File: config.mk
export PLATFORM = sky130hd
export DESIGN_NAME = vend_top
export DESIGN_NICKNAME = d
export VERILOG_FILES = /design/src/verilog/vend_pkg.sv /design/src/verilog/coin_bank_if.sv /design/src/verilog/change_payer.sv /design/src/verilog/coin_inventory.sv /design/src/verilog/coin_sync.sv /design/src/verilog/vend_ctrl.sv /design/src/verilog/vend_top.sv
export SDC_FILE = /design/constraint.sdc
export NUM_CORES = 1
export LEC_CHECK = 0
export BUFFER_PORTS_ARGS = -buffer_cell sky130_fd_sc_hd__buf_2
export CORE_MARGIN = 5
export CORE_UTILIZATION = 55
export DETAILED_ROUTE_END_ITERATION = 16
export PLACE_DENSITY = 0.76
export SETUP_SLACK_MARGIN = 0.15
export SLEW_MARGIN = 20
export SYNTH_ARGS = -nofsm -noshare
export SYNTH_HDL_FRONTEND = slang
export SYNTH_SLANG_ARGS = --single-unit
File: constraint.sdc
create_clock -name clk -period 2.9 [get_ports clk]
set_input_delay 0 -clock clk [delete_from_list [all_inputs] [get_ports clk]]
set_output_delay 0 -clock clk [all_outputs]
set_load 0.02 [all_outputs]
File: src/verilog/vend_pkg.sv
/*
 * shared money and stock types, coin values, price and tube limits
 * for the vending controller; imported by the RTL and the testbench
 */
`default_nettype none

package vend_pkg;

    // money in cents, wide enough for credit plus a burst of coins
    typedef logic [7:0] credit_t;

    // coins held in one tube
    typedef logic [3:0] stock_t;

    // item price in cents
    localparam credit_t price = 8'd30;

    // accepted coin values
    localparam credit_t coin5_value  = 8'd5;
    localparam credit_t coin10_value = 8'd10;
    localparam credit_t coin25_value = 8'd25;

    // tube fill after reset
    localparam stock_t init_stock = 4'd8;

    // a full tube; further coins drop into the cash box uncounted
    localparam stock_t tube_max = 4'd15;

    // controller states
    //   idle        no credit
    //   collect     some credit, below price
    //   vend        item is dispensed this cycle
    //   pay_change  waiting for the change payer to finish
    typedef enum logic [1:0] {
        idle,
        collect,
        vend,
        pay_change
    } vend_state_t;

endpackage

`default_nettype wire

File: src/verilog/coin_bank_if.sv
/*
 * link between the change payer and the coin tubes: one pay strobe
 * and one stock-available flag per coin size
 */
`timescale 1ns/1ps
`default_nettype none

interface coin_bank_if;

    // one coin out of the matching tube, at most one line per cycle
    logic pay_5;
    logic pay_10;
    logic pay_25;

    // tube holds at least one coin
    logic have_5;
    logic have_10;
    logic have_25;

    modport payer (
        output pay_5,
        output pay_10,
        output pay_25,
        input  have_5,
        input  have_10,
        input  have_25
    );

    modport bank (
        input  pay_5,
        input  pay_10,
        input  pay_25,
        output have_5,
        output have_10,
        output have_25
    );

endinterface

`default_nettype wire

File: src/verilog/change_payer.sv
/*
 * pays out a change amount one coin per cycle, largest coin in stock first;
 * load it with change_load, it answers with change_done when finished
 */
`timescale 1ns/1ps
`default_nettype none

module change_payer (
    input  logic              clk,
    input  logic              rst,
    input  logic              change_load,
    input  vend_pkg::credit_t change_value,
    coin_bank_if.payer        payer,
    output logic              change_done
);

    import vend_pkg::*;

    credit_t remain;
    credit_t pay_value;
    logic    busy;
    logic    pay_5;
    logic    pay_10;
    logic    pay_25;

    // greedy pick against the current stock flags
    always_comb begin
        pay_5       = 1'b0;
        pay_10      = 1'b0;
        pay_25      = 1'b0;
        pay_value   = '0;
        change_done = 1'b0;
        if (busy) begin
            if (remain >= coin25_value && payer.have_25) begin
                pay_25    = 1'b1;
                pay_value = coin25_value;
            end else if (remain >= coin10_value && payer.have_10) begin
                pay_10    = 1'b1;
                pay_value = coin10_value;
            end else if (remain >= coin5_value && payer.have_5) begin
                pay_5     = 1'b1;
                pay_value = coin5_value;
            end else begin
                // nothing left or nothing fits, the rest is dropped
                change_done = 1'b1;
            end
        end
    end

    always_ff @(posedge clk) begin
        if (rst) begin
            busy <= 1'b0;
        end else if (change_load) begin
            busy <= 1'b1;
        end else if (change_done) begin
            busy <= 1'b0;
        end
    end

    always_ff @(posedge clk) begin
        if (change_load) begin
            remain <= change_value;
        end else if (busy) begin
            remain <= remain - pay_value;
        end
    end

    assign payer.pay_5  = pay_5;
    assign payer.pay_10 = pay_10;
    assign payer.pay_25 = pay_25;

    a_pay_onehot: assert property (
        @(posedge clk) disable iff (rst)
        $onehot0({pay_25, pay_10, pay_5})
    ) else $error("more than one coin paid in a cycle");

    // the controller only hands over new change once the last payout ended
    a_load_when_free: assert property (
        @(posedge clk) disable iff (rst)
        change_load |-> !busy
    ) else $error("change loaded while a payout is running");

endmodule

`default_nettype wire

File: src/verilog/coin_inventory.sv
/*
 * stock counters for the 5, 10 and 25 cent tubes; coins taken in raise a
 * count, coins paid out lower it; drives the stock flags and exact change
 */
`timescale 1ns/1ps
`default_nettype none

module coin_inventory (
    input  logic       clk,
    input  logic       rst,
    input  logic       coin_5_pulse,
    input  logic       coin_10_pulse,
    input  logic       coin_25_pulse,
    coin_bank_if.bank  bank,
    output logic       exact_change_only
);

    import vend_pkg::*;

    // index 0 is the 5 cent tube, 1 the 10, 2 the 25
    logic [2:0] intake;
    logic [2:0] payout;
    logic [2:0] have;
    stock_t     count [3];

    assign intake = {coin_25_pulse, coin_10_pulse, coin_5_pulse};
    assign payout = {bank.pay_25, bank.pay_10, bank.pay_5};

    always_ff @(posedge clk) begin
        if (rst) begin
            for (int i = 0; i < 3; i++) begin
                count[i] <= init_stock;
            end
        end else begin
            for (int i = 0; i < 3; i++) begin
                // a coin in and a coin out of the same tube cancel
                if (intake[i] && !payout[i]) begin
                    if (count[i] != tube_max) begin
                        count[i] <= count[i] + 1'b1;
                    end
                end else if (payout[i] && !intake[i]) begin
                    if (count[i] != '0) begin
                        count[i] <= count[i] - 1'b1;
                    end
                end
            end
        end
    end

    always_comb begin
        for (int i = 0; i < 3; i++) begin
            have[i] = (count[i] != '0);
        end
    end

    assign bank.have_5  = have[0];
    assign bank.have_10 = have[1];
    assign bank.have_25 = have[2];

    // no small coins left, so most overpayments cannot be returned
    assign exact_change_only = !have[0] && !have[1];

    // the payer must never draw on a tube that is empty
    a_pay_in_stock: assert property (
        @(posedge clk) disable iff (rst)
        (payout & ~have) == 3'b000
    ) else $error("coin paid from an empty tube");

endmodule

`default_nettype wire

File: src/verilog/coin_sync.sv
/*
 * brings the three asynchronous coin levels into the clock domain and
 * turns each inserted coin into a single-cycle pulse
 */
`timescale 1ns/1ps
`default_nettype none

module coin_sync (
    input  logic clk,
    input  logic rst,
    input  logic coin_5,
    input  logic coin_10,
    input  logic coin_25,
    output logic coin_5_pulse,
    output logic coin_10_pulse,
    output logic coin_25_pulse
);

    // bit 0 is the 5 cent coin, bit 1 the 10, bit 2 the 25
    logic [2:0] coin_in;
    logic [2:0] sync1;
    logic [2:0] sync2;
    logic [2:0] prev;
    logic [2:0] pulse;

    assign coin_in = {coin_25, coin_10, coin_5};

    // two flops against metastability, a third one remembers the last level
    always_ff @(posedge clk) begin
        if (rst) begin
            sync1 <= '0;
            sync2 <= '0;
            prev  <= '0;
        end else begin
            sync1 <= coin_in;
            sync2 <= sync1;
            prev  <= sync2;
        end
    end

    // rising edge of the synchronized level
    assign pulse = sync2 & ~prev;

    assign coin_5_pulse  = pulse[0];
    assign coin_10_pulse = pulse[1];
    assign coin_25_pulse = pulse[2];

    // a long coin level must still credit only once
    a_pulse_single: assert property (
        @(posedge clk) disable iff (rst)
        (pulse & $past(pulse)) == 3'b000
    ) else $error("coin pulse lasted two cycles");

endmodule

`default_nettype wire

File: src/verilog/vend_ctrl.sv
/*
 * credit register and vending FSM: adds coin pulses to the credit, vends
 * at the price, and hands overpayment or a refund to the change payer
 */
`timescale 1ns/1ps
`default_nettype none

module vend_ctrl (
    input  logic              clk,
    input  logic              rst,
    input  logic              coin_5_pulse,
    input  logic              coin_10_pulse,
    input  logic              coin_25_pulse,
    input  logic              return_req,
    input  logic              change_done,
    output vend_pkg::credit_t amount,
    output logic              dispense_item,
    output logic              change_load,
    output vend_pkg::credit_t change_value
);

    import vend_pkg::*;

    vend_state_t state;
    vend_state_t state_next;
    credit_t     add;
    credit_t     new_credit;
    credit_t     amount_next;
    credit_t     excess;
    credit_t     excess_next;
    logic        settle;

    always_comb begin
        // coins are credited in every state, even two in the same cycle
        add = '0;
        if (coin_5_pulse) begin
            add = add + coin5_value;
        end
        if (coin_10_pulse) begin
            add = add + coin10_value;
        end
        if (coin_25_pulse) begin
            add = add + coin25_value;
        end
        new_credit = amount + add;

        state_next  = state;
        amount_next = new_credit;
        excess_next = excess;
        change_load = 1'b0;
        settle      = 1'b0;

        case (state)
            idle, collect: begin
                if (state == collect && return_req && new_credit < price) begin
                    // refund; a coin landing right now stays as credit
                    change_load = 1'b1;
                    amount_next = add;
                    state_next  = pay_change;
                end else begin
                    settle = 1'b1;
                end
            end
            vend: begin
                if (excess != '0) begin
                    change_load = 1'b1;
                    state_next  = pay_change;
                end else begin
                    settle = 1'b1;
                end
            end
            pay_change: begin
                if (change_done) begin
                    settle = 1'b1;
                end
            end
            default: begin
                state_next = idle;
            end
        endcase

        // pick the resting state from the credit, or start another vend
        if (settle) begin
            if (new_credit >= price) begin
                state_next  = vend;
                excess_next = new_credit - price;
                amount_next = '0;
            end else if (new_credit != '0) begin
                state_next = collect;
            end else begin
                state_next = idle;
            end
        end
    end

    always_ff @(posedge clk) begin
        if (rst) begin
            state  <= idle;
            amount <= '0;
        end else begin
            state  <= state_next;
            amount <= amount_next;
        end
    end

    always_ff @(posedge clk) begin
        excess <= excess_next;
    end

    assign dispense_item = (state == vend);

    // refund takes the whole credit, a vend only its overpayment
    assign change_value = (state == collect) ? amount : excess;

    // a vend follows a cycle whose credit reached the price, and spends it
    a_dispense_paid: assert property (
        @(posedge clk) disable iff (rst)
        dispense_item |-> ($past(new_credit) >= price) && (amount == '0)
    ) else $error("dispense without the price in credit or with credit left");

endmodule

`default_nettype wire

File: src/verilog/vend_top.sv
/*
 * vending controller top level: coin synchronizer, controller,
 * change payer and tube inventory behind plain ports
 */
`timescale 1ns/1ps
`default_nettype none

module vend_top (
    input  logic              clk,
    input  logic              rst,
    input  logic              coin_5,
    input  logic              coin_10,
    input  logic              coin_25,
    input  logic              return_req,
    output logic              dispense_item,
    output logic              return_5,
    output logic              return_10,
    output logic              return_25,
    output vend_pkg::credit_t amount,
    output logic              exact_change_only
);

    import vend_pkg::*;

    logic    coin_5_pulse;
    logic    coin_10_pulse;
    logic    coin_25_pulse;
    logic    change_load;
    logic    change_done;
    credit_t change_value;

    coin_bank_if bank_if ();

    coin_sync coin_sync_i (
        .clk           (clk),
        .rst           (rst),
        .coin_5        (coin_5),
        .coin_10       (coin_10),
        .coin_25       (coin_25),
        .coin_5_pulse  (coin_5_pulse),
        .coin_10_pulse (coin_10_pulse),
        .coin_25_pulse (coin_25_pulse)
    );

    vend_ctrl vend_ctrl_i (
        .clk           (clk),
        .rst           (rst),
        .coin_5_pulse  (coin_5_pulse),
        .coin_10_pulse (coin_10_pulse),
        .coin_25_pulse (coin_25_pulse),
        .return_req    (return_req),
        .change_done   (change_done),
        .amount        (amount),
        .dispense_item (dispense_item),
        .change_load   (change_load),
        .change_value  (change_value)
    );

    change_payer change_payer_i (
        .clk          (clk),
        .rst          (rst),
        .change_load  (change_load),
        .change_value (change_value),
        .payer        (bank_if.payer),
        .change_done  (change_done)
    );

    coin_inventory coin_inventory_i (
        .clk               (clk),
        .rst               (rst),
        .coin_5_pulse      (coin_5_pulse),
        .coin_10_pulse     (coin_10_pulse),
        .coin_25_pulse     (coin_25_pulse),
        .bank              (bank_if.bank),
        .exact_change_only (exact_change_only)
    );

    // the pay strobes are the coins dropped to the customer
    assign return_5  = bank_if.pay_5;
    assign return_10 = bank_if.pay_10;
    assign return_25 = bank_if.pay_25;

endmodule

`default_nettype wire
==> out/qor.txt <==
Worst VDD drop - 0.511 mV
Worst slack at placement - -0.0841 ns
Clock-pin slew on the worst setup and hold paths - 0.09 ns
Startpoint of the worst register-to-register path - change_payer_i.remain[5]
Critical path startpoint category - flip-flop
IO Port Bufs - 18
Worst-case reg-to-reg path depth - 12
Die width - 85.6 um
Worst Setup SP - change_payer_i.remain[5]
Initial Util - 56.8%
PwrDens - 924 mW/mm^2
RD Place Congestion - 0.895
Design Power - 4.15 mW
Fin crit period - 2.91 ns
DRT Wirelength - 8.92 mm
Vias per cell - 5.89
Hold slack - 0.162 ns
Vias - 2919
Fin crit share - 100%
Type of destination of the critical path - flip-flop
Commonest non-fill, non-tap cell in the layout - buf_4
Crit path kind - flip-flop to flip-flop
Share of cells above drive strength 1 - 46.2%
Worst-Skew Late Latency - 0.30 ns
Final setup viols - 2
Hold Crit Class - input pin to flip-flop
Failing checks - negative setup slack
Total CTS buffers - 5
Wire length per cell - 18.0 um
Pin count of the biggest net entering global routing - 27
Initial antenna violation count - 0
DIE AREA - 0.00733 sq mm
Clock sink total - 48
Mapped Nets - 355
First-pass GRT wire length - 13.3 mm
Layout area overhead - 42.7%
DR iter-0 viols - 180
Worst endpoint required time - 2.96 ns
Row count - 27
IO Pins - 19
CTS H-Tree Depth - 2
FF+latch count, synth - 48
Max_slew headroom - 63.2%
Die height - 85.6 um
Asr flop ratio synth - 0%
Router iterations before antenna repair - 4
Most used DFF post-synth - edfxtp_1
R2R Setup Slk - -0.01 ns
Vias in the first global route - 2909
Non-Filler Instances - 496
Maxcap violations - 0
Worst slew pin tran - 0.547 ns
Inserted Diodes - 0
Number of flops mapped to enable cells by yosys - 28
Core Util, Final - 81.0%
Unrepaired setup endpoints after global routing - true
Worst Path Arrival - 2.97 ns
Final Hold Fails - 0
Post-DP HPWL - 5.54 mm
Hold path startpoint - rst
Gr usage total - 22.4%
Syn Inst Count - 326
PnR worst setup slack - -0.0110 ns
Final ANT Viol Nets - 0
Outcome - complete, but fails checks
Overflow after GRT - 0
Root buf cell - clkbuf_8
Most frequent cells in the layout - buf_4 (63), edfxtp_1 (28), nand2_1 (19)
CP Max Fanout - 4
Library cells used by synthesis - 58
FF-to-FF End - change_payer_i.remain[6]
Fmax - 344 MHz
Avg Inst Size Synth - 9.65 sq um
Clk_skew - 0.00759 ns
Post-route DRC - 0
Placed instance count - 457
Warning count from the yosys run - 0
Fillcell total - 340
TritonCTS clock tree - yes
Critical path capture point - change_payer_i.remain[6]
Final Net Count - 452
Maximum root-to-sink buffer count - 2
Slew Limit Fails - 0
Core Box Area - 0.00554 sq mm
Mapped cell area - 0.00315 sq mm
Sequential area share after synthesis - 39.5%
Leakage - 1.85 nW
[sequential cells by signal (all words and copies together) (netlist names), 2 cells and up]
name and count:
coin_inventory_i.count 12, vend_ctrl_i.excess 8, vend_ctrl_i.state 2, change_payer_i.remain 8, coin_sync_i.sync2 3, vend_ctrl_i.amount 8, coin_sync_i.sync1 3, coin_sync_i.prev 3
[worst min path at each step]
| stage | slack, ns | end | cells after the start |
|---|---|---|---|
| finish | 0.16 | change_payer_i.busy | 2 |
| global route | 0.18 | change_payer_i.busy | 2 |
| CTS | 0.12 | change_payer_i.busy | 2 |
| detailed placement | 0.22 | coin_sync_i.sync1[2] | 2 |
| global placement | 0.21 | coin_sync_i.sync1[1] | 2 |
| floorplan | 0.13 | coin_sync_i.sync1[0] | 1 |
[power by group]
| part | switching, mW | internal, mW |
|---|---|---|
| combinational | 1.29 | 1.26 |
| sequential | 0.168 | 1.03 |
| clock | 0.231 | 0.169 |
[layer usage]
layer	vias up	track usage [%]	wire length, um
met2	78	41.5	4890
met1	1457	26.6	3510
met3	12	3.65	384
met5	-	0	0
li1	1372	-	-
met4	0	6.47	142
[timing repair]
action | 4_1_cts | 5_1_grt
gates resized for setup | 39 | 58
cloned | 1 | 0
hold endpoints to repair | 3 | 0
endpoints found under the setup margin | 37 | 47
hold buffers | 3 | 0
buffers inserted | 16 | 11
pin swaps | 31 | 36
[area by class of cell]
type / instances / area [sq um] / area share, %
clock inverters: 3 / 17.5 / 0.390
multi-input cells: 248 / 2240 / 49.8
well taps: 72 / 90.1 / 2.01
clock buffers: 5 / 68.8 / 1.53
repair buffers: 97 / 739 / 16.5
flip-flops and latches: 48 / 1250 / 27.8
inverters: 23 / 88.8 / 1.98
[worst max-delay path, stage by stage (launching register included)]
cell,delay [ns]
edfxtp_1,0.47
a2111oi_4,0.41
a211oi_2,0.13
nand3b_1,0.27
buf_4,0.20
fa_2,0.41
a21oi_2,0.15
nor2_1,0.07
nor2_1,0.14
nor2b_1,0.08
nor3_2,0.12
xnor2_1,0.14
o21ai_1,0.07
[cell usage after synthesis, drive strengths merged, types with 5 or more instances]
| cell | number | area [sq um] |
|---|---|---|
| a21o | 5 | 37.5 |
| a21oi | 20 | 100 |
| buf | 5 | 30.0 |
| dfxtp | 20 | 400 |
| edfxtp | 28 | 841 |
| ha | 19 | 238 |
| inv | 23 | 86.3 |
| mux2 | 5 | 56.3 |
| mux2i | 5 | 50.1 |
| nand2 | 19 | 71.3 |
| nand2b | 9 | 56.3 |
| nand3 | 5 | 25.0 |
| nor2 | 25 | 93.8 |
| nor2b | 21 | 131 |
| nor3 | 12 | 60.1 |
| nor4 | 5 | 37.5 |
| o21ai | 13 | 65.1 |
| or2 | 5 | 31.3 |
| xnor2 | 13 | 114 |
| xor2 | 9 | 78.8 |
[cell families (layout without fill, tap and decap cells)]
kind of cell,after synthesis,in the layout,share of synthesized area (%)
compound gates,73,73,16.7
xor+xnor,22,22,6.13
fa+ha+maj,23,23,10.1
buf+inv,30,128,3.94
flops,48,48,39.5
mux,10,10,3.38
simple gates,120,120,20.2
[through the flow]
step / setup TNS [ns] / instance area, sq um
2_1_floorplan: 0 / 3290
3_3_place_gp: -0.0447 / 3790
3_5_place_dp: -0.219 / 3790
4_1_cts: -0.110 / 4160
5_1_grt: -1.66 / 4490
6_report: -0.0216 / 4490
Power figures use the tool's default switching activity.
